$ cat src/common/hostLink_config.svh
`ifndef HOSTLINK_CONFIG_SVH
`define HOSTLINK_CONFIG_SVH

// ------------------------------
// serial bit timing
// ------------------------------

// system clocks per serial bit, kept small for short simulations
`define CLKS_PER_BIT 8

// ------------------------------
// scratch memory and command framing
// ------------------------------

`define MEM_AW 8 // 256 words, host address taken modulo depth

`define CMD_BYTES 7 // opcode, 16-bit address, 32-bit payload

`endif

$ cat src/common/hostLink_pkg.sv
`default_nettype none

package hostLink_pkg;

	// host opcodes, everything else is dropped
	typedef enum logic [7:0] {
		OP_WRITE = 8'h00,
		OP_READ  = 8'h02
	} opcode_e;

	typedef logic [31:0] word_t;

	// payload of a read command
	typedef struct packed {
		logic [15:0] rsvd;
		logic [15:0] count; // words to return
	} readArgs_t;

	// data for a write, read arguments for a read
	typedef union packed {
		word_t     data;
		readArgs_t rd;
	} payload_u;

	// seven bytes on the wire, opcode first
	typedef struct packed {
		logic [7:0]  opcode;
		logic [15:0] addr;
		payload_u    payload;
	} cmd_t;

endpackage

`default_nettype wire

$ cat src/hw/cmdDeframer.sv
`default_nettype none

`include "hostLink_config.svh"

module cmdDeframer
	import hostLink_pkg::*;
(
	input  wire logic       sys_clk_p,
	input  wire logic       arstN,
	input  wire logic [7:0] rxByte,
	input  wire logic       rxStrobe,
	output cmd_t            cmd,
	output logic            cmdValid
);

	localparam int CNT_W = $clog2(`CMD_BYTES);
	localparam int CMD_W = $bits(cmd_t);

	logic [CNT_W-1:0] byteCnt;
	logic             lastByte;
	cmd_t             asmReg;

	assign lastByte = byteCnt == CNT_W'(`CMD_BYTES - 1);

	// ------------------------------
	// byte counter
	// ------------------------------

	always_ff @(posedge sys_clk_p or negedge arstN) begin
		if (!arstN) begin
			byteCnt  <= '0;
			cmdValid <= 1'b0;
		end else begin
			cmdValid <= rxStrobe && lastByte; // one cycle after byte seven
			if (rxStrobe)
				byteCnt <= lastByte ? '0 : byteCnt + 1'b1;
		end
	end

	// ------------------------------
	// assembly, MSB first
	// ------------------------------

	always_ff @(posedge sys_clk_p) begin
		if (rxStrobe)
			asmReg <= {asmReg[CMD_W-9:0], rxByte};
	end

	// stable until the next byte arrives
	assign cmd = asmReg;

endmodule

`default_nettype wire

$ cat config.mk
export PLATFORM = sky130hd
export DESIGN_NAME = cmdDeframer
export DESIGN_NICKNAME = d
export VERILOG_FILES = /design/src/common/hostLink_pkg.sv /design/src/hw/cmdDeframer.sv
export VERILOG_INCLUDE_DIRS = /design/src /design/src/common
export SDC_FILE = /design/constraint.sdc
export NUM_CORES = 1
export LEC_CHECK = 0
export BUFFER_PORTS_ARGS = -buffer_cell sky130_fd_sc_hd__buf_2
export CAP_MARGIN = 30
export CORE_MARGIN = 2
export CORE_UTILIZATION = 43
export DETAILED_ROUTE_END_ITERATION = 16
export PLACE_DENSITY = 0.8
export REMOVE_ABC_BUFFERS = 1
export SLEW_MARGIN = 20
export SYNTH_ARGS = -nofsm -noshare
export SYNTH_HDL_FRONTEND = slang
export SYNTH_SLANG_ARGS = --single-unit
export TNS_END_PERCENT = 30
$ cat constraint.sdc
create_clock -name sys_clk_p -period 0.9 [get_ports sys_clk_p]
set_clock_uncertainty 0.05 [all_clocks]
set_input_delay 0.18 -clock sys_clk_p [delete_from_list [all_inputs] [get_ports sys_clk_p]]
set_output_delay 0.18 -clock sys_clk_p [all_outputs]
set_load 0.01 [all_outputs]
# Word-level counts from Yosys, hierarchy flattened
# Cells that the tools add are included.
# word_totals
input_bits	11
word_cells	9
regBits	60
# op_classes
reduce_logical	1
n_mux	1
n_eq_ne	1
addsub	1
# op_table
op	n
3-bit by 1-bit adder with 3-bit output, second input constant	1
3-bit == test, second input constant	1
3-bit two-way mux	1
1-bit logical AND	1

# Longest topological paths before layout
# logic_depth
ltp_word	2
ltp_mapped	2
ltp_nobuf	2

# Least setup slack after synthesis
# No wires, ideal clock.
# synth_timing
path_type	register to register
from	register byteCnt[0]
to	register byteCnt[2]
setup_slack_ps	-59
arrival_ps	782
required_time_ps	723
path_stages_with_launch	3
setup_time_ps	127
period_less_slack_ps	959
cell_sequence	dfrtp_1 -> nor2b_1 -> mux2_1
# synth_between
elab_chain_len	2
# synth_rtl
item	line	rtl
start, declared	cmdDeframer.sv:19	logic [CNT_W-1:0] byteCnt;
start signal, assigned	cmdDeframer.sv:36	byteCnt <= lastByte ? '0 : byteCnt + 1'b1;
3-bit by 1-bit adder with 3-bit output or 3-bit == test (tied branches)	cmdDeframer.sv:36, cmdDeframer.sv:23	
3-bit two-way mux *	cmdDeframer.sv:36	
# Every way passes the cells marked *; elsewhere a longest branch is shown, timed or not.
# A chain may end at the register's enable or synchronous reset.

# Final worst setup path
# layout_timing
from	register asmReg, in the netlist cmd[30]
to	output cmd[30] in the netlist's numbering
# layout_lines
item	line	rtl
start, declared	cmdDeframer.sv:21	cmd_t asmReg;
start signal, assigned	cmdDeframer.sv:46	asmReg <= {asmReg[CMD_W-9:0], rxByte};
end, declared	cmdDeframer.sv:12	output cmd_t cmd,
# No word-level cell between the ends.

==> qor.csv <==
metric,value,unit
crit_path_max_fanout,2,
r2r_cells,2,
overflow,0,
power.leakage,1.12,nW
post_drt_wl_per_cell,14.8,um
cts_buffer_depth,2,
io-pin-count,68,
hold_ws,160,ps
synth_most_common_cell,edfxtp_1,
synth-adder-area-share,0,
seq_area_frac_synth,0.962,
period_needed,1130,ps
synth_xor_area_frac,0,
ys_warn_count,0,
synth_cells,69,
synth_edf_count,56,
synth_top_area_frac,0.907,
vias,1070,
critPathSlowestCell,edfxtp_1,
status,finished with violations,
maxSlewHeadroom,0.870,
worst_slew_pin_slew,195,ps
critical_path.cell_chain,buf_2,
dieArea,4850,um^2
yosysUniqueCellTypes,11,
r2r_slack,-90,ps
area_growth,44.3,%
drtAntennaViolNets,0,
root_buffer,clkbuf_8,
synth_top_cell_by_area,edfxtp_1,
cp-startpoint,cmd[30]$_DFFE_PP_,
cp_num_buf_inv,1,
required,670,ps
synth_area,1850,um^2
routed_wl,3410,um
synth_seq_cells,60,
clock_sinks,60,
vdd_drop_max,1.76,mV
finalSetupTns,-10770,ps
port_buffers,67,
grt_setup_unrepaired,true,
violations,setup timing,
dpl.hpwl,2180,um
clk_pin_slew,60,ps
setup_violations,61,
synth.area.mux_share,0.0115,
synth-main-ff-cell,edfxtp_1,
cpPeakStageDelay,420,ps
end_kind,output port,
endpoint,cmd[30],
finalHoldViolations,0,
critPathTopFamily,flip-flops,
numCtsBuffers,9,
grt_max_degree,29,
syn_avg_cell_area,26.9,um^2
synth_top_family_by_area,simple AND/OR/NAND/NOR gates,
htreeDepth,3,
synthArstFlopShare,0.0667,
drt-initial-drc-count,49,
gp_congestion,0.683,
slew_violations,0,
yosys-top-cells-count,"edfxtp_1, dfrtp_1",
routed_via_density,4.63,
fmax,0.889,GHz
core,4090,um^2
grt.total_usage,0.153,
crit_type,reg2out,
antenna_cells,0,
fp.dieW,69.6,um
maxCapViolations,0,
post-route-util,0.654,
fin_nets,187,
grt_pass1_vias,1094,
period_share,1.25,
hold_path_class,in2async,
cts_tree,yes,
rr_startpoint,byteCnt[1]$_DFFE_PN0P_,
finalWorstSetupSlack,-225,ps
synth_simple_gate_area_frac,0.0142,
start_util,0.453,
cp-start-kind,flop,
synth_compound_area_frac,0.0128,
clkLatencyLatePin,320,ps
drive_gt1_frac,0.564,
power_density,2210,nW/um^2
antenna_found_initial,0,
die_h,69.6,um
arrival,900,ps
synth_area_leaders,"edfxtp_1, dfrtp_1, mux2_1, a21bo_2, mux2i_1",
grt_pass1_wl,5350,um
num_rows,23,
cp.depth,1,
drc,0,
dr.pass1.iters,3,
r2r_end,byteCnt[2]$_DFFE_PN0P_,
logic make-up after synthesis:
family           after synthesis
AO/OA/AOI/OAI                  3
multiplexers                   2
AND/OR/NAND/NOR                4
flip-flops                    60
worst min path at each step:
stage | from | end | slack, ps | cells after the start
CTS | arstN | byteCnt[1]$_DFFE_PN0P_ | 150 | 2
global placement | arstN | cmdValid$_DFF_PN0_ | -70 | 1
global route | arstN | byteCnt[1]$_DFFE_PN0P_ | 170 | 2
floorplan | arstN | byteCnt[0]$_DFFE_PN0P_ | -170 | 0
finish | arstN | byteCnt[1]$_DFFE_PN0P_ | 160 | 2
detailed placement | arstN | byteCnt[0]$_DFFE_PN0P_ | -60 | 1
per-layer routing:
layer / global-route usage / share of wire / vias up
met5: 0 / 0 / -
met4: 0.103 / 0.028 / 0
met3: 0.0640 / 0.084 / 9
met2: 0.233 / 0.48 / 60
met1: 0.177 / 0.40 / 510
li1: - / - / 491
repair_timing:
item	in CTS	in global routing
setup endpoints to repair	59	61
hold buffers	9	0
hold endpoints to repair	12	0
setup buffers	10	6
resized for setup	2	3
cells in the final DEF (no fill, tap or decap), drive strengths merged:
| cell | count |
|---|---|
| dlygate4sd3 | 9 |
| edfxtp | 56 |
| nor2b | 1 |
| mux2i | 1 |
| a22o | 1 |
| mux2 | 1 |
| a21bo | 1 |
| nor3b | 1 |
| nand2 | 1 |
| dfrtp | 4 |
| clkbuf | 12 |
| buf | 87 |
| clkinv | 4 |
| and2b | 1 |
| o21ai | 1 |
report_power, final:
| group | switching (mW) | total [mW] | internal [mW] |
|---|---|---|---|
| logic | 0.274 | 0.594 | 0.321 |
| clock network | 0.902 | 1.87 | 0.968 |
| registers | 0.135 | 3.44 | 3.30 |
| total | 1.31 | 5.90 | 4.59 |
state kept, by name, indices dropped and copies added, names as in the netlist:
signal,cells
byteCnt,3
cmd,56
cmdValid,1
stage by stage:
stage                     cell area (um^2)  std cells  power [mW]  setup slack [ps]
final                                 2670        231        5.90              -225
after global routing                  2670        231        6.18              -265
after CTS                             2620        225        5.94              -235
after detailed placement              2290        190        3.96              -102
after global placement                2290        190        3.91             -48.2
after floorplan                       1850         69        3.65             -59.2
area by class of cell:
class	instances	area [um^2]
Tap cell	50	62.6
Clock inverter	4	16.3
Timing Repair Buffer	96	596
Multi-Input combinational cell	9	82.6
Clock buffer	12	135
Sequential cell	60	1780
Fill cell	301	1410
(Power assumes the default switching activity.)
