<file path="config.mk">
export PLATFORM = sky130hd
export DESIGN_NAME = rspSerializer
export DESIGN_NICKNAME = d
export VERILOG_FILES = /design/src/common/hostLink_config.svh /design/src/common/hostLink_pkg.sv /design/src/hw/rspSerializer.sv
export SDC_FILE = /design/constraint.sdc
export NUM_CORES = 1
export LEC_CHECK = 0
export BUFFER_PORTS_ARGS = -buffer_cell sky130_fd_sc_hd__buf_2
export CAP_MARGIN = 25
export CORE_MARGIN = 10
export CORE_UTILIZATION = 41
export CTS_CLUSTER_DIAMETER = 80
export DETAILED_ROUTE_END_ITERATION = 8
export PLACE_DENSITY_LB_ADDON = 0.15
export SYNTH_ARGS = -nofsm -noshare
export SYNTH_HDL_FRONTEND = slang
export SYNTH_SLANG_ARGS = --single-unit
</file>
<file path="constraint.sdc">
create_clock -name sys_clk_p -period 4.6 [get_ports sys_clk_p]
set_input_delay 0.23 -clock sys_clk_p [delete_from_list [all_inputs] [get_ports sys_clk_p]]
set_output_delay 0.23 -clock sys_clk_p [all_outputs]
set_load 0.01 [all_outputs]
</file>
<file path="src/common/hostLink_config.svh">
`ifndef HOSTLINK_CONFIG_SVH
`define HOSTLINK_CONFIG_SVH

// ------------------------------
// serial bit timing
// ------------------------------

// system clocks per serial bit, kept small for short simulations
`define CLKS_PER_BIT 8

// ------------------------------
// scratch memory and command framing
// ------------------------------

`define MEM_AW 8 // 256 words, host address taken modulo depth

`define CMD_BYTES 7 // opcode, 16-bit address, 32-bit payload

`endif

</file>
<file path="src/common/hostLink_pkg.sv">
`default_nettype none

package hostLink_pkg;

	// host opcodes, everything else is dropped
	typedef enum logic [7:0] {
		OP_WRITE = 8'h00,
		OP_READ  = 8'h02
	} opcode_e;

	typedef logic [31:0] word_t;

	// payload of a read command
	typedef struct packed {
		logic [15:0] rsvd;
		logic [15:0] count; // words to return
	} readArgs_t;

	// data for a write, read arguments for a read
	typedef union packed {
		word_t     data;
		readArgs_t rd;
	} payload_u;

	// seven bytes on the wire, opcode first
	typedef struct packed {
		logic [7:0]  opcode;
		logic [15:0] addr;
		payload_u    payload;
	} cmd_t;

endpackage

`default_nettype wire

</file>
<file path="src/hw/rspSerializer.sv">
`default_nettype none

module rspSerializer
	import hostLink_pkg::*;
(
	input  wire logic       sys_clk_p,
	input  wire logic       arstN,
	input  wire word_t      rdWord,
	input  wire logic       wordValid,
	input  wire logic       txBusy,
	output logic      [7:0] txByte,
	output logic            txStart,
	output logic            busy
);

	word_t      wordReg;
	logic [1:0] byteIdx;
	logic       sendByte;

	// txBusy only rises the cycle after txStart, so skip that cycle too
	assign sendByte = busy && !txBusy && !txStart;

	always_ff @(posedge sys_clk_p or negedge arstN) begin
		if (!arstN) begin
			byteIdx <= '0;
			busy    <= 1'b0;
			txStart <= 1'b0;
		end else begin
			txStart <= sendByte;
			if (wordValid && !busy) begin
				byteIdx <= '0;
				busy    <= 1'b1;
			end else if (sendByte) begin
				byteIdx <= byteIdx + 1'b1;
				if (byteIdx == 2'd3)
					busy <= 1'b0; // last byte handed over
			end
		end
	end

	// ------------------------------
	// word latch and byte select
	// ------------------------------

	always_ff @(posedge sys_clk_p) begin
		if (wordValid && !busy)
			wordReg <= rdWord;
		if (sendByte)
			txByte <= wordReg[31 - 8 * byteIdx -: 8]; // MSB first
	end

endmodule

`default_nettype wire

</file>
**Word-level counts from Yosys, hierarchy flattened**

Index checks and enable logic that the tools add are counted.

- Add/sub/neg operators: 2
- Eq/ne operators: 1
- Shift-type cells: 1
- Muxes and demuxes: 5
- Reduce and logical (&&, ||, !) cells: 9

Operator list:

| operator | number |
|---|---|
| $shiftx 39x33->8 | 1 |
| $sub 5x5->6 const A | 1 |
| $mux 2 | 2 |
| $reduce_bool 2->1 | 2 |
| $logic_and 1x1->1 | 3 |
| $logic_not 1->1 | 3 |
| $mux 1 | 3 |
| $add 2x1->2 const B | 1 |
| $eq 2x2->1 const B | 1 |
| $reduce_and 2->1 | 1 |

- Register bits after elaboration: 44
- Output and inout bits: 10
- Word-level logic and storage cells: 23

**Depth between registers and ports, before layout**

Gate-level depths: netlist (run 1).

- Depth in word-level cells: 5
- Depth in mapped cells: 3

**Worst setup path after synthesis (run 1)**

OpenSTA, ideal clock, no wires.

- Path kind: reg-to-reg
- Start point: register busy
- End point: register wordReg[0] (enable)
- Arrival: 1.912 ns
- Data required time: 4.176 ns
- Path slack: 2.263 ns
- Cell stages (with the launch flop): 2
- Buffers on the path: 0
- Clock period less this slack: 2.337 ns
- Cells stage by stage: dfrtp_1 > nor2b_1

- Longest elaborated chain between the ends: 2

RTL lines:

| what | RTL line | RTL |
|---|---|---|
| start, declared | rspSerializer.sv:13 | `output logic busy` |
| start signal, assigned | rspSerializer.sv:26 | `busy <= 1'b0;` |
| start signal, assigned | rspSerializer.sv:32 | `busy <= 1'b1;` |
| start signal, assigned | rspSerializer.sv:36 | `busy <= 1'b0;` |
| $logic_not 1->1 | rspSerializer.sv:46 | `if (wordValid && !busy)` |
| $logic_and 1x1->1 | rspSerializer.sv:46 |  |
| end signal, assigned | rspSerializer.sv:47 | `wordReg <= rdWord;` |
| end, declared | rspSerializer.sv:16 | `word_t wordReg;` |

Every way passes these cells.
A chain may end at the register's enable or synchronous reset.

**Worst setup path in the final report (run 1)**

- Start point: register byteIdx[0]
- End point: register txByte[4] (data pin)

- Longest elaborated chain between the ends: 2

RTL lines:

| what | RTL line | RTL |
|---|---|---|
| start, declared | rspSerializer.sv:17 | `logic [1:0] byteIdx;` |
| start signal, assigned | rspSerializer.sv:34 | `byteIdx <= byteIdx + 1'b1;` |
| $sub 5x5->6 | rspSerializer.sv:49 | `txByte <= wordReg[31 - 8 * byteIdx -: 8];` |
| $shiftx 39x33->8 | rspSerializer.sv:49 |  |
| end signal, assigned | rspSerializer.sv:49 |  |
| end, declared | rspSerializer.sv:11 | `output logic [7:0] txByte,` |

Every way passes these cells.

==> results of run 1 <==
-- power by group --
group          switching, mW  internal, mW  total [mW]
Combinational         0.0732         0.116       0.189
Sequential            0.0587         0.524       0.582
Clock                  0.119         0.161       0.280
-- placed cells by master (no fill, tap or decap), drive strengths merged --
cell / synthesis / final
o21ai: 1 / 1
a221o: 1 / 1
nor2: 1 / 1
mux4: 8 / 8
edfxtp: 40 / 40
ha: 1 / 1
dlygate4sd3: 0 / 1
o21a: 1 / 1
a21oi: 1 / 1
buf: 1 / 46
clkbuf: 1 / 6
clkinv: 0 / 1
dfrtp: 4 / 4
o211a: 1 / 1
bufinv: 0 / 1
nor2b: 1 / 1
nor3b: 1 / 1
a2bb2oi: 1 / 1
-- layout make-up --
class | count | area (um^2)
Clock buffer | 6 | 72.57
Clock inverter | 2 | 35.03
Fill cell | 305 | 1713
Multi-Input combinational cell | 18 | 264.0
Sequential cell | 44 | 1301
Tap cell | 48 | 60.06
Timing Repair Buffer | 47 | 242.7
-- registers in the layout (all words and copies together) (netlist names) --
signal   flops
wordReg     32
txByte       8
byteIdx      2
busy         1
txStart      1
-- final timing paths --
| kind | start | end | slack [ns] |
|---|---|---|---|
| worst max-delay path | byteIdx[0]$_DFFE_PN0P_ | txByte[4]$_DFFE_PP_ | 3.04 |
| worst min-delay path | rdWord[21] | wordReg[21]$_DFFE_PP_ | 0.11 |
| worst max register to register | byteIdx[0]$_DFFE_PN0P_ | txByte[4]$_DFFE_PP_ | 3.04 |
| worst min register to register | wordReg[11]$_DFFE_PP_ | txByte[3]$_DFFE_PP_ | 0.63 |
| max in group asynchronous | arstN | busy$_DFFE_PN0P_ | 4.22 |
| min in group asynchronous | arstN | txStart$_DFF_PN0_ | 0.27 |
-- logic make-up (layout without fill, tap and decap cells) --
kind of cell | Yosys count | after routing | synth area share
fa+ha+maj | 1 | 1 | 0.007923
compound gates | 6 | 6 | 0.02932
simple gates | 3 | 3 | 0.01426
mux | 8 | 8 | 0.1141
flops | 44 | 44 | 0.8241
buf+inv | 2 | 55 | 0.01030
-- cells in the mapped netlist, drive strengths merged --
library cell	n	area (um^2)
a21oi	1	5.000
a221o	1	10.01
a2bb2oi	1	8.760
buf	1	11.26
clkbuf	1	5.000
dfrtp	4	100.1
edfxtp	40	1201
ha	1	12.51
mux4	8	180.2
nor2	1	3.750
nor2b	1	6.260
nor3b	1	12.51
o211a	1	10.01
o21a	1	7.510
o21ai	1	5.000
-- per-stage QoR --
step	power, mW	area, um^2
2_1_floorplan	0.7254	1579
5_1_grt	1.110	1976
3_3_place_gp	0.7824	1858
4_1_cts	1.072	1976
3_5_place_dp	0.7895	1858
6_report	1.051	1976
-- timing repair --
action                     CTS  global route
hold endpoints to repair     4             0
gates resized for setup      0             0
buffers inserted             0             0
hold buffers                 1             0
setup endpoints to repair    0             0
-- per-layer routing --
layer | up-vias | global-route usage | routed length (um)
met5 | - | 0 | 0
met4 | 0 | 0.03571 | 38
met3 | 4 | 0.05131 | 281
met2 | 33 | 0.1293 | 1239
met1 | 360 | 0.08968 | 1030
li1 | 369 | - | -
==> metrics, run 1 <==
outcome finished clean; antenna violations before repair 0; Clk Latency, worst-skew pair 0.28 ns; Yosys warnings 0; I/O pins 46; CTS tree built; die area 6734 um^2; clock buffer count from CTS 5; fin worst setup slack between 3 and 4 ns; CP Buf/Inv Count 0; VDD IR max approximately 0.30 mV; slew margin rel. 0.4335; Util after Layout 0.5356; CTS H-tree depth 2; NumNets Final around 150; leakage power about 0.74 nW; chip height roughly 82 um; CP peak stage delay ~0.72 ns; RSZ-0062 raised after global routing no; Root Driver clkbuf_8; Cells on Worst Hold Path 1; sequential cell area fraction in the yosys report 0.8241; hpwl dp 1.872 mm; Period Utilization, post-route 0.3385; Cell Count Post-Placement about 160; WP data required about 4.6 ns; clock skew approximately 0.0055 ns; critical-path cell list mux4_2; WP depth 1; kind of critical path reg2reg; hold_ws approximately 0.11 ns; # diodes 0; Fin. Hold Viols 0; minimum clock period approximately 1.6 ns; synthesized area per cell between 20 and 25 um^2; 1st-iter DRT viols 38; upper clock frequency limit ~640 MHz; Max-Cap Viols 0; Arr. time, crit path around 1.6 ns; Initial Util 0.4281; slowest CP cell dfrtp_1; Crit Path Max Fanout 11; Setup WS pre-CTS approximately 3 ns; Synth Register Bits 44; setup TNS 0 ns; grt ovf 0; via/cell ratio 4.642; final setup violation count 0; worst r2r path cells 1; WL final ~2.6 mm; synthesis-to-layout area growth 25.12%; Remaining DRCs 0; Vias approximately 770; Rows 22; largest net degree at the start of global routing 33; delay-heaviest family, CP flip-flops; slew at the pin closest to its max-slew limit around 0.85 ns; ratio of cells with drive above 1 in the final layout 0.5385; routability congestion estimate from global placement around 0.74; Synth Net Count about 100; gr usage total 0.08331; DR pass1 iterations 4; Worst setup SP type register; wire per inst between 15 and 20 um; Worst-path clk slew approximately 0.080 ns; buffers added on ports 45; Clock Sinks 44; Die X-Extent 82.06 um; crit end category register; Unique masters post-synth 15; vias in the first global route between 800 and 900; antenna-violating nets left 0; total core area ~3700 um^2; max-slew violation count 0; Mapped Area between 1500 and 2000 um^2; Final Non-Filler Cells about 170; cells after synthesis 64; buffer depth of the longest clock path 2; Hold Crit Class in2reg; Cell Pwr Density 532.0 nW/um^2; global-route wire length before repair 4.160 mm
Power figures use the tool's default switching activity.
==> run 2, diff against run 1 <==
ABC_AREA = 1   (was unset)
clock period = 1.6 ns   (was 4.6 ns; I/O delays follow)
==> metrics, run 2 <==
outcome finished clean; Hold Path Origin txBusy; synthesized area per cell roughly 14 um^2; Clock Sinks 44; most common cell in the synthesized netlist edfxtp_1; gr usage total 0.1034; wire per inst between 10 and 15 um; placed inst area 1999 um^2; Reg power frac 0.469; area leader, netlist edfxtp_1; Cell Pwr Density about 1500 nW/um^2; global-route wire length before repair 6.030 mm; chip height ~85 um; combinational power share 0.263; Initial Util 0.4302; Synth Net Count about 160; total core area a little over 4000 um^2; Total Power 3.612 mW; delay-heaviest family, CP buffers and inverters; clock buffer count from CTS 5; clock skew ~0.0073 ns; most frequent cell on the critical path inv_2; top cells by area, synth edfxtp_1, dfrtp_1, o211ai_2; worst r2r dst wordReg[15]$_DFFE_PP_; hpwl dp 2.461 mm; Setup WS pre-CTS 0.3230 ns; Final Non-Filler Cells ~260; Fin. Hold Viols 0; CTS H-tree depth 2; switching pwr ~1.1 mW; routability congestion estimate from global placement between 0.6 and 0.7; WP depth 4; leakage power around 1.0 nW; Reg2Reg Launch Point busy$_DFFE_PN0P_; Largest register FFs 32; prevailing post-synth register cell edfxtp_1; largest net degree at the start of global routing 26; Post-synth top cells edfxtp_1, nand2_1, nor2_1, o211ai_2, o21ai_1; Remaining DRCs 0; slew at the pin closest to its max-slew limit between 0.4 and 0.5 ns; fin worst setup slack approximately 0.32 ns; DR pass1 iterations 4; Yosys warnings 0; max-slew violation count 0; most frequent cells in the layout buf_2, edfxtp_1, dlygate4sd3_1; minimum clock period roughly 1.3 ns; CP peak stage delay about 0.42 ns; internal power approximately 2.6 mW; buffer depth of the longest clock path 2; Synth top area share 0.6882; Switching Fraction 0.2927; Cell Count Post-Placement 217; Period Utilization, post-route 0.7978; Crit Path Max Fanout 20; WP data required 1.57 ns; biggest regs wordReg (32), txByte (8), byteIdx (2); ratio of cells with drive above 1 in the final layout 0.3527; Worst-path clk slew approximately 0.070 ns; FF-to-FF setup slack about 0.32 ns; slew margin rel. 0.7125; crit end category register; ys async rst share 0.09091; vias in the first global route about 1300; Mapped Area 1745 um^2; most common cell after layout, fill and taps aside buf_2; Worst setup SP type register; Root Driver clkbuf_8; Rows 23; critical-path cell list inv_2 > nand2_1 > inv_2 > buf_4; slowest CP cell dfrtp_1; Max-Cap Viols 0; CP Buf/Inv Count 3; Clock Power Share 0.268; post-CTS setup buffers 0; 1st-iter DRT viols between 60 and 70; Hold Crit Class in2reg; Clk Latency, worst-skew pair just under 0.3 ns; Arr. time, crit path between 1 and 1.5 ns; buffers added on ports 45; WL final around 3.6 mm; antenna-violating nets left 0; Die X-Extent 85.25 um; antenna violations before repair 0; CP startpoint busy$_DFFE_PN0P_; Unique masters post-synth 16; setup TNS 0 ns; post-layout instance area roughly 2500 um^2; Synth Register Bits 44; Largest Register wordReg; via/cell ratio between 4 and 5; CTS tree built; synthesis-to-layout area growth 40.86%; cells after synthesis roughly 120; die area between 7000 and 8000 um^2; RSZ-0062 raised after global routing no; final setup violation count 0; Setup crit end wordReg[15]$_DFFE_PP_; NumNets Final 244; number of synthesized flops with an enable pin 40; I/O pins 46; grt ovf 0; sequential cell area fraction in the yosys report 0.7455; Cells on Worst Hold Path 4; upper clock frequency limit around 800 MHz; hold_ws ~0.068 ns; # diodes 0; VDD IR max about 0.64 mV; Vias roughly 1200; Util after Layout 0.6059; kind of critical path reg2reg; worst r2r path cells 4
[run 2: cell types whose count changed in the layout (fill, tap and decap cells not counted), moves of 2 or more]
cell           change
dlygate4sd3_1     +32
inv_1              +6
inv_2              +7
mux4_2             -8
nand2_1           +19
nand2_2            +3
nand3_1            +3
nand4_1            +2
nor2_1            +16
o211ai_2           +8
o21ai_1            +8
[run 2: worst reg2reg max path: stages (launching register included)]
cell and delay (ns):
dfrtp_1 0.42, inv_2 0.07, nand2_1 0.13, inv_2 0.09, buf_4 0.26
[run 2: power groups by stage]
stage               registers (mW)  logic [mW]  clock network (mW)
global placement              1.71       0.881                   0
finish                        1.69       0.951               0.968
CTS                           1.70       0.973               0.997
global route                  1.72        1.09                1.04
floorplan                     1.72       0.716                   0
detailed placement            1.72       0.911                   0
[run 2: what timing repair did]
action	4_1_cts	5_1_grt
gates resized for setup	0	0
endpoints found under the setup margin	0	0
endpoints found under the hold margin	36	0
hold buffers	33	0
[run 2: cell type report]
| type | count | area [um^2] |
|---|---|---|
| well taps | 50 | 62.56 |
| inverters | 15 | 61.31 |
| flip-flops and latches | 44 | 1301 |
| fillers | 329 | 1599 |
| clock inverters | 2 | 60.06 |
| repair buffers | 80 | 570.5 |
| multi-input cells | 61 | 334.1 |
| clock buffers | 5 | 68.82 |
[run 2: worst min-delay path by stage]
stage / end / slack, ns
CTS: byteIdx[0]$_DFFE_PN0P_ / 0.06
global placement: txStart$_DFF_PN0_ / -0.11
floorplan: busy$_DFFE_PN0P_ / -0.22
detailed placement: txStart$_DFF_PN0_ / -0.10
global route: byteIdx[0]$_DFFE_PN0P_ / 0.09
finish: byteIdx[0]$_DFFE_PN0P_ / 0.07
[run 2: kinds of logic (layout without fill, tap and decap cells)]
kind of cell	count (synthesis)	in the layout	share of synthesized area
DFF	44	44	0.7455
and+or+nand+nor	44	44	0.1039
buffers and inverters	19	102	0.06308
AOI/OAI and AO/OA	16	16	0.08029
adders and majority gates	1	1	0.007167
[run 2: layer usage]
layer | global-route usage | part of all wire
met5 | 0 | 0
met1 | 0.1103 | 0.41
met3 | 0.04302 | 0.057
met4 | 0.03593 | 0.012
met2 | 0.1792 | 0.53
