### config.mk
export PLATFORM = sky130hd
export DESIGN_NAME = uartRx
export DESIGN_NICKNAME = d
export VERILOG_FILES = /design/src/hw/uart/uartRx.sv
export VERILOG_INCLUDE_DIRS = /design/src /design/src/common
export SDC_FILE = /design/constraint.sdc
export NUM_CORES = 1
export LEC_CHECK = 0
export BUFFER_PORTS_ARGS = -buffer_cell sky130_fd_sc_hd__buf_2
export CAP_MARGIN = 20
export CORE_MARGIN = 2
export CORE_UTILIZATION = 55
export DETAILED_ROUTE_END_ITERATION = 8
export PLACE_DENSITY_LB_ADDON = 0.2
export SYNTH_ARGS = -nofsm -noshare
export SYNTH_HDL_FRONTEND = slang
export SYNTH_SLANG_ARGS = --single-unit
### constraint.sdc
create_clock -name sys_clk_p -period 3.85 [get_ports sys_clk_p]
set_input_delay 0.1925 -clock sys_clk_p [delete_from_list [all_inputs] [get_ports sys_clk_p]]
set_output_delay 0.1925 -clock sys_clk_p [all_outputs]
set_load 0.02 [all_outputs]
### src/common/hostLink_config.svh
`ifndef HOSTLINK_CONFIG_SVH
`define HOSTLINK_CONFIG_SVH

// ------------------------------
// serial bit timing
// ------------------------------

// system clocks per serial bit, kept small for short simulations
`define CLKS_PER_BIT 8

// ------------------------------
// scratch memory and command framing
// ------------------------------

`define MEM_AW 8 // 256 words, host address taken modulo depth

`define CMD_BYTES 7 // opcode, 16-bit address, 32-bit payload

`endif

### src/hw/uart/uartRx.sv
`default_nettype none

`include "hostLink_config.svh"

module uartRx (
	input  wire logic       sys_clk_p,
	input  wire logic       arstN,
	input  wire logic       rxSer,
	output logic      [7:0] rxByte,
	output logic            rxStrobe
);

	localparam int CNT_W = $clog2(`CLKS_PER_BIT);

	localparam logic [1:0] S_IDLE  = 2'd0;
	localparam logic [1:0] S_START = 2'd1;
	localparam logic [1:0] S_DATA  = 2'd2;
	localparam logic [1:0] S_STOP  = 2'd3;

	logic [1:0]       state;
	logic [CNT_W-1:0] clkCnt;
	logic [2:0]       bitIdx;
	logic             rxMeta;
	logic             rxSync;
	logic [7:0]       rxShift;
	logic             halfDone;
	logic             bitDone;

	assign halfDone = clkCnt == CNT_W'(`CLKS_PER_BIT / 2 - 1);
	assign bitDone  = clkCnt == CNT_W'(`CLKS_PER_BIT - 1);

	always_ff @(posedge sys_clk_p or negedge arstN) begin
		if (!arstN) begin
			rxMeta   <= 1'b1; // line idles high
			rxSync   <= 1'b1;
			state    <= S_IDLE;
			clkCnt   <= '0;
			bitIdx   <= '0;
			rxStrobe <= 1'b0;
		end else begin
			rxMeta   <= rxSer;
			rxSync   <= rxMeta;
			rxStrobe <= 1'b0;
			case (state)
				S_IDLE: begin
					clkCnt <= '0;
					if (!rxSync)
						state <= S_START;
				end
				S_START: begin
					// half a bit in, from here on every sample is mid-bit
					clkCnt <= halfDone ? '0 : clkCnt + 1'b1;
					if (halfDone) begin
						bitIdx <= '0;
						state  <= rxSync ? S_IDLE : S_DATA; // glitch, back to idle
					end
				end
				S_DATA: begin
					clkCnt <= bitDone ? '0 : clkCnt + 1'b1;
					if (bitDone) begin
						bitIdx <= bitIdx + 1'b1;
						if (bitIdx == 3'd7)
							state <= S_STOP;
					end
				end
				default: begin // S_STOP
					clkCnt <= bitDone ? '0 : clkCnt + 1'b1;
					if (bitDone) begin
						rxStrobe <= rxSync; // bad stop bit, byte is lost
						state    <= S_IDLE;
					end
				end
			endcase
		end
	end

	// LSB first, so new bits enter at the top
	always_ff @(posedge sys_clk_p) begin
		if (state == S_DATA && bitDone)
			rxShift <= {rxSync, rxShift[7:1]};
	end

	assign rxByte = rxShift;

endmodule

`default_nettype wire

# Word level (Yosys, flattened, before mapping)

Index checks and enable logic that the tools add are counted.

Bits in registers: 19
Bits in latches: 0
RAM bits: 0
Memory bits (read-only): 0
Bits of input ports: 3
Output and inout bits: 9
Memories: 0

Add/subtract/negate cells: 2
$mul: 0
Divide/modulo/power cells: 0
$lt $le $gt $ge: 0
Equality and inequality tests: 9
Shift operators: 0
Multiplexer cells: 15
Bitwise logic cells: 0
Reduce and logical (&&, ||, !) cells: 7

Operator list:

| kind                  | count |
|---|---|
| $mux W2               | 6 |
| $mux W3               | 4 |
| $pmux W3 S2           | 2 |
| $ne A2 B2 Y1 const B  | 4 |
| $add A3 B1 Y3 const B | 2 |
| $eq A3 B3 Y1 const B  | 2 |
| $pmux W2 S3           | 1 |
| $reduce_and A5 Y1     | 1 |
| $eq A3 B2 Y1 const B  | 1 |
| $reduce_and A3 Y1     | 1 |
| $reduce_bool A3 Y1    | 1 |
| $reduce_or A3 Y1      | 1 |
| $eq A2 B1 Y1 const B  | 1 |
| $eq A2 B2 Y1 const B  | 1 |
| $logic_not A2 Y1      | 1 |
| $mux W1               | 2 |
| $reduce_bool A2 Y1    | 1 |
| $logic_and A1 B1 Y1   | 1 |

# Logic depth before layout (Yosys ltp)

Gate-level depths: netlist of the first run.

Depth after elaboration: 4
Depth in mapped cells: 5
Gate-level depth less buffers: 5

# Least setup slack after synthesis of the first run

OpenSTA, ideal clock, no wires.

Path kind: reg2reg
Start point: reg clkCnt[0]
End point: reg rxShift[0] (netlist: rxByte[0]), enable pin
Library setup time: 0.370 ns
Data arrival time: 1.156 ns
Required time: 3.480 ns
Setup slack: 2.324 ns
Stages on the path, launching flop included: 5
Clock period less this slack: 1.526 ns
Cell sequence: dfrtp_1 > ha_1 > ha_1 > nand2_1 > nor2_1

Longest elaborated chain between the ends: 2

Ends and longest elaborated chain:

| element                | RTL line     | text |
|---|---|---|
| start, declared        | uartRx.sv:21 | `logic [CNT_W-1:0] clkCnt;` |
| start signal, assigned | uartRx.sv:52 | `clkCnt <= halfDone ? '0 : clkCnt + 1'b1;` |
| start signal, assigned | uartRx.sv:59 | `clkCnt <= bitDone ? '0 : clkCnt + 1'b1;` |
| start signal, assigned | uartRx.sv:67 | `clkCnt <= bitDone ? '0 : clkCnt + 1'b1;` |
| $eq A3 B3 Y1           | uartRx.sv:30 | `` assign bitDone = clkCnt == CNT_W'(`CLKS_PER_BIT - 1); `` |
| $logic_and A1 B1 Y1    | uartRx.sv:79 | `if (state == S_DATA && bitDone)` |
| end signal, assigned   | uartRx.sv:80 | `rxShift <= {rxSync, rxShift[7:1]};` |
| end, declared          | uartRx.sv:25 | `logic [7:0] rxShift;` |

No other way between the ends.
A chain may end at the register's enable or synchronous reset.

# Worst setup path in the final report of the first run

Start point: reg clkCnt[0]
End point: reg rxShift[5] (netlist: rxByte[5]), enable pin

The elaborated chain is that of the path after synthesis.

==> flow_summary_export.csv, run 1 <==
group,metric,value,unit
cells_and_area,antenna_cells,0,
timing,setup_viol,0,
clock_network,cts_resized,0,
clock_network,clk_pin_slew,0.11,ns
timing,fmax,578.2,MHz
global_routing,met1_usage,21.97,%
floorplanning,num_rows,13,
clock_network,cts_buffers,3,
global_routing,grt_pass1_wl,2235,µm
route,initialDrtViolationCount,5,
timing,hold_slack,0.2717,ns
worst_setup_path,path_class,"flip-flop to flip-flop",
timing,finClkSkew,0.009439,ns
global_routing,gr-total-overflow,0,
clock_network,cts_tree,"built",
worst_setup_path,cp.required,3.79,ns
route,detail_route.vias_per_cell,5.511,
pwr,p_total,507.8,µW
cells_and_area,fin_nets,85,
timing,rsz0062_at_grt,"no",
synth,synth-seq-area-share,64.49,%
worst_setup_path,reg2regPathDepth,4,
clock_network,root_buffer,"clkbuf_4",
cells_and_area,fin_util,67.82,%
worst_setup_path,cp.arrival,1.67,ns
clock_network,holdBufCountCts,2,
worst_setup_path,rr_startpoint,"clkCnt[0]$_DFF_PN0_",
floorplanning,start_util,60.23,%
route,firstDrtPassIters,4,
floorplanning,ios,12,
pwr,vdd_drop_max,0.3410,mV
synth,ys_warn_count,0,
timing,finalHoldViolCount,0,
synth,synth_area,803.3,µm²
placed_design,hpwlAfterDp,949.9,µm
cells_and_area,seq_area,518.0,µm²
floorplanning,dieArea,1782,µm²
synth,synthDistinctLibCells,22,
timing,slew_violations,0,
global_routing,grt.met3_usage,5.172,%
placed_design,gp_congestion,0.7122,
pwr,p_leak,0.3989,nW
global_routing,antenna_found_initial,0,
global_routing,grt.busiest_layer,"met2",
placed_design,port_buffers,11,
cells_and_area,finalNonFillerCells,90,
worst_setup_path,crit_fanout,8,
global_routing,grt_usage,17.75,%
synth,ys_ff_latch,19,
timing,fin_crit_sh,44.92,%
route,post_drt_wl_per_cell,14.36,µm
floorplanning,core-area,1334,µm²
floorplanning,die_x,42.22,µm
worst_setup_path,crit_path_end_kind,"flip-flop",
pwr,p_per_area,561.3,nW/µm²
cells_and_area,syn2layout_area_growth,12.62,%
clock_network,cts_sinks,19,
timing,period_needed,1.730,ns
synth,syn-num-nets,69,
hold_path,hp-class,"input port to asynchronous set/reset pin",
placed_design,dp.cells,84,
timing,tns,0,ns
route,ant_nets,0,
clock_network,htree_levels,1,
run,drv_cap,0,
status,outcome,"finished clean",
floorplanning,die_y,42.22,µm
timing,worst_pin_slew,0.6167,ns
worst_setup_path,crit_start,"clkCnt[0]$_DFF_PN0_",
worst_setup_path,crit-reg2reg-capture,"rxByte[5]$_DFFE_PP_",
synth,syn_avg_cell_area,13.39,µm²
global_routing,grt_pass1_vias,504,
worst_setup_path,crit_path_start_kind,"flip-flop",
worst_setup_path,crit_path_end,"rxByte[5]$_DFFE_PP_",
clock_network,clockBufferDepth,2,
global_routing,grt_use_met2,28.00,%
clock_network,worstSkewPairLatency,0.30,ns
global_routing,grt_max_degree,16,
route,drc,0,
timing,relSlewSlack,58.73,%
worst_setup_path,r2r_slack,2.12,ns
route,wl,1292,µm
synth,synthCells,60,
clock_network,cts_setup_buffers,0,
cells_and_area,multi_input_comb_area,255.2,µm²
cells_and_area,layout-drive-gt1-share,26.67,%
cells_and_area,fillers,107,
route,vias,496,
[per-stage QoR]
step | cell area [µm²] | setup slack, ns
2_1_floorplan | 803.3 | 2.324
3_5_place_dp | 858.3 | 2.096
6_report | 904.6 | 2.120
5_1_grt | 904.6 | 1.998
3_3_place_gp | 858.3 | 2.181
4_1_cts | 904.6 | 2.104
[routing by layer]
layer / part of all wire (%) / vias to the layer above
li1: - / 240
met1: 45 / 241
met2: 49 / 11
met3: 3.7 / 4
met4: 2.6 / 0
met5: 0 / -
[state kept, by name (all words and copies together) (netlist names)]
name,count
rxMeta,1
rxByte,8
state,2
bitIdx,3
clkCnt,3
rxStrobe,1
rxSync,1
[power by group]
part	internal, mW	total (mW)	leakage [nW]	switching, mW
sequential	0.246	0.296	0.209	0.0497
clock	0.0403	0.0994	0.0150	0.0591
combinational	0.0573	0.113	0.175	0.0554
total	0.344	0.508	0.399	0.164
[Yosys cell counts, drive strengths merged]
cell type  instances  area, µm²
or2                1      6.260
and2               1      8.760
and3               1      6.260
edfxtp             8      240.2
mux2i              1      10.01
nor3b              1      7.510
a31oi              2      12.51
dfrtp              9      225.2
a21oi              2      10.01
a211oi             4      40.03
nand2              6      22.52
nor2               6      22.52
ha                 6      75.07
buf                2      18.77
or2b               2      16.27
dfstp              2      52.55
inv                3      11.26
o21a               1      7.510
nor3               2      10.01
[cells in the final DEF (no fill, tap or decap), types with 2 or more instances in the layout]
| cell type | count |
|---|---|
| a21oi_1 | 2 |
| a211oi_1 | 2 |
| ha_1 | 6 |
| dfrtp_1 | 9 |
| dfstp_2 | 2 |
| nand2_1 | 6 |
| nor2_1 | 6 |
| inv_1 | 3 |
| edfxtp_1 | 8 |
| buf_2 | 11 |
| nor3_1 | 2 |
| clkbuf_4 | 3 |
| a31oi_1 | 2 |
| dlygate4sd3_1 | 2 |
| a211oi_2 | 2 |
[cell families after synthesis]
family	share of synthesized area, %
mux	1.246
flops	64.49
compound gates	8.722
fa+ha+maj	9.346
buf+inv	3.738
simple gates	12.46
[critical path: stages, from the launching register on]
cell and delay [ns]:
dfrtp_1 0.36, ha_1 0.20, ha_1 0.19, nand2_1 0.11
nor2_1 0.51
[worst min-delay path by stage]
stage / slack [ns] / from / cells after the start / end
2_1_floorplan: -0.10 / arstN / 0 / bitIdx[0]$_DFFE_PN0P_
3_3_place_gp: 0.07 / arstN / 1 / bitIdx[1]$_DFFE_PN0P_
3_5_place_dp: 0.07 / arstN / 1 / bitIdx[1]$_DFFE_PN0P_
4_1_cts: 0.28 / arstN / 2 / bitIdx[1]$_DFFE_PN0P_
5_1_grt: 0.29 / arstN / 2 / bitIdx[1]$_DFFE_PN0P_
6_report: 0.27 / arstN / 2 / bitIdx[1]$_DFFE_PN0P_
[cell type report]
| class | count | share of cell area [%] |
|---|---|---|
| multi-input combinational | 36 | 28.22 |
| timing repair buffer | 13 | 8.299 |
| sequential | 19 | 57.26 |
| tap | 15 | 2.075 |
| inverter | 3 | 1.245 |
| clock buffer | 4 | 2.905 |
Power figures use the tool's default switching activity.
==> run 2, diff against run 1 <==
--- a/config.mk
+++ b/config.mk
@@ -9,7 +9,7 @@
 export BUFFER_PORTS_ARGS = -buffer_cell sky130_fd_sc_hd__buf_2
 export CAP_MARGIN = 20
 export CORE_MARGIN = 2
-export CORE_UTILIZATION = 55
+export CORE_UTILIZATION = 48
 export DETAILED_ROUTE_END_ITERATION = 8
 export PLACE_DENSITY_LB_ADDON = 0.2
 export SYNTH_ARGS = -nofsm -noshare
==> constraint.sdc (replaced) <==
create_clock -name sys_clk_p -period 1.4 [get_ports sys_clk_p]
set_input_delay 0.07 -clock sys_clk_p [delete_from_list [all_inputs] [get_ports sys_clk_p]]
set_output_delay 0.07 -clock sys_clk_p [all_outputs]
set_load 0.02 [all_outputs]
==> run 2 against run 1 <==
Non-clock buffer count up 4. Register-to-register slack worse by 2.1 ns. Critical endpoint is now bitIdx[0]$_DFFE_PN0P_. Sequential share of layout area down 5.1 points. Via count unchanged.
==> flow_summary_export.csv, run 2 (synthesized netlist as in run 1, its figures left out) <==
group,metric,value,unit
timing,tns,0,ns
worst_setup_path,cp.required,1.62,ns
worst_setup_path,crit-reg2reg-capture,"bitIdx[0]$_DFFE_PN0P_",
placed_design,hpwlAfterDp,832.4,µm
cells_and_area,seq_area,518.0,µm²
pwr,combPwrFrac,33.3,%
floorplanning,die_y,44.91,µm
cells_and_area,final_cell_area,992.2,µm²
hold_path,hp-class,"input port to asynchronous set/reset pin",
route,drc,0,
pwr,vdd_drop_max,1.254,mV
global_routing,grt_pass1_wl,2132,µm
cells_and_area,fin_nets,89,
clock_network,cts_tree,"built",
route,ant_nets,0,
timing,slew_violations,0,
placed_design,pre_cts_ws,-0.09935,ns
timing,setup_viol,0,
route,post_drt_wl_per_cell,13.36,µm
clock_network,htree_levels,1,
worst_setup_path,crit_path_start_kind,"flip-flop",
floorplanning,die_x,44.91,µm
clock_network,clockBufferDepth,2,
clock_network,root_buffer,"clkbuf_4",
route,vias,496,
pwr,p_leak,0.4200,nW
worst_setup_path,crit_fanout,3,
timing,fmax,750.9,MHz
placed_design,port_buffers,11,
floorplanning,start_util,52.11,%
run,drv_cap,0,
timing,relSlewSlack,83.00,%
worst_setup_path,path_class,"flip-flop to flip-flop",
clock_network,cts_buffers,3,
timing,fin_crit_sh,95.12,%
pwr,pwr-share-clk,17.8,%
route,initialDrtViolationCount,11,
global_routing,gr-total-overflow,0,
cells_and_area,fillers,122,
pwr,p_per_area,1569,nW/µm²
floorplanning,core-area,1541,µm²
pwr,switchingPower,525.0,µW
timing,worst_slack,0.06828,ns
timing,finalHoldViolCount,0,
floorplanning,ios,12,
cells_and_area,multi_input_comb_area,310.3,µm²
cells_and_area,largest_reg_flops,8,
placed_design,post_dp_cell_area,892.1,µm²
global_routing,antenna_found_initial,0,
pwr,p_seq_share,48.9,%
clock_network,cts_sinks,19,
global_routing,grt_pass1_vias,505,
route,wl,1269,µm
timing,rsz0062_at_grt,"no",
clock_network,cts_setup_buffers,0,
cells_and_area,layout-drive-gt1-share,41.77,%
cells_and_area,fin_util,64.37,%
status,outcome,"finished clean",
route,firstDrtPassIters,4,
global_routing,grt_usage,15.22,%
pwr,switching_share,33.72,%
placed_design,gp_congestion,0.7619,
timing,period_needed,1.332,ns
route,detail_route.vias_per_cell,5.221,
pwr,power.internal,1.032,mW
clock_network,worstSkewPairLatency,0.30,ns
worst_setup_path,r2r_slack,0.07,ns
timing,worst_pin_slew,0.2551,ns
worst_setup_path,rr_startpoint,"clkCnt[1]$_DFF_PN0_",
cells_and_area,syn2layout_area_growth,23.52,%
floorplanning,dieArea,2017,µm²
worst_setup_path,crit_path_end_kind,"flip-flop",
clock_network,clk_pin_slew,0.10,ns
timing,finClkSkew,0.001293,ns
worst_setup_path,cp.arrival,1.56,ns
worst_setup_path,reg2regPathDepth,5,
cells_and_area,mostFrequentLayoutCell,"buf_2",
floorplanning,num_rows,14,
global_routing,grt_max_degree,15,
cells_and_area,mostFrequentLayoutCells,"buf_2 (11), dfrtp_1 (9), edfxtp_1 (8), nor2_1 (5), nand2_1 (5)",
cells_and_area,antenna_cells,0,
-- run 2: timing repair --
| item | in CTS | in global routing |
|---|---|---|
| hold endpoints to repair | 12 | 0 |
| hold buffers | 2 | 0 |
| setup endpoints to repair | 10 | 11 |
| pin swaps | 0 | 2 |
| resized for setup | 5 | 6 |
-- run 2: worst max path at each step --
| stage | endpoint | startpoint | cells past startpoint | slack (ns) |
|---|---|---|---|---|
| 2_1_floorplan | rxByte[0]$_DFFE_PP_ | clkCnt[0]$_DFF_PN0_ | 4 | 0.02 |
| 3_3_place_gp | rxByte[7]$_DFFE_PP_ | clkCnt[0]$_DFF_PN0_ | 4 | -0.04 |
| 3_5_place_dp | rxByte[5]$_DFFE_PP_ | clkCnt[0]$_DFF_PN0_ | 4 | -0.1 |
| 4_1_cts | bitIdx[0]$_DFFE_PN0P_ | clkCnt[0]$_DFF_PN0_ | 6 | 0.006 |
| 5_1_grt | bitIdx[0]$_DFFE_PN0P_ | clkCnt[0]$_DFF_PN0_ | 5 | 0.0006 |
| 6_report | bitIdx[0]$_DFFE_PN0P_ | clkCnt[1]$_DFF_PN0_ | 5 | 0.07 |
-- run 2: power groups by stage --
stage               registers, mW  logic [mW]  clock network, mW
floorplan                   0.750       0.348                  0
global placement            0.741       0.450                  0
detailed placement          0.745       0.456                  0
CTS                         0.743       0.478              0.281
global route                0.775       0.597              0.303
finish                      0.762       0.519              0.276
-- run 2: routing by layer --
layer	share of wire, %	vias up	track usage, %
li1	-	247	-
met5	0	-	0
met2	47	14	23.19
met1	47	233	19.95
met4	1.0	0	7.059
met3	5.3	2	4.800
-- run 2: worst max-delay path: stages (launching register included) --
cell      delay [ns]
dfrtp_1         0.42
ha_4            0.19
ha_2            0.18
or2b_4          0.21
nand2_1         0.06
a211oi_2        0.21
-- run 2: per-stage QoR --
stage	power [mW]	instances	hold WS, ns
CTS	1.502	95	0.1524
detailed placement	1.201	89	-0.04808
global route	1.675	95	0.1748
global placement	1.192	89	-0.04831
finish	1.557	95	0.1520
floorplan	1.098	60	-0.2256
-- run 2: area by class of cell --
cell class                      instances  share of cell area, %
Clock buffer                            3                  2.270
Clock inverter                          1                 0.5044
Inverter                                3                  1.135
Multi-Input combinational cell         36                  31.27
Sequential cell                        19                  52.21
Tap cell                               16                  2.018
Timing Repair Buffer                   17                  10.59
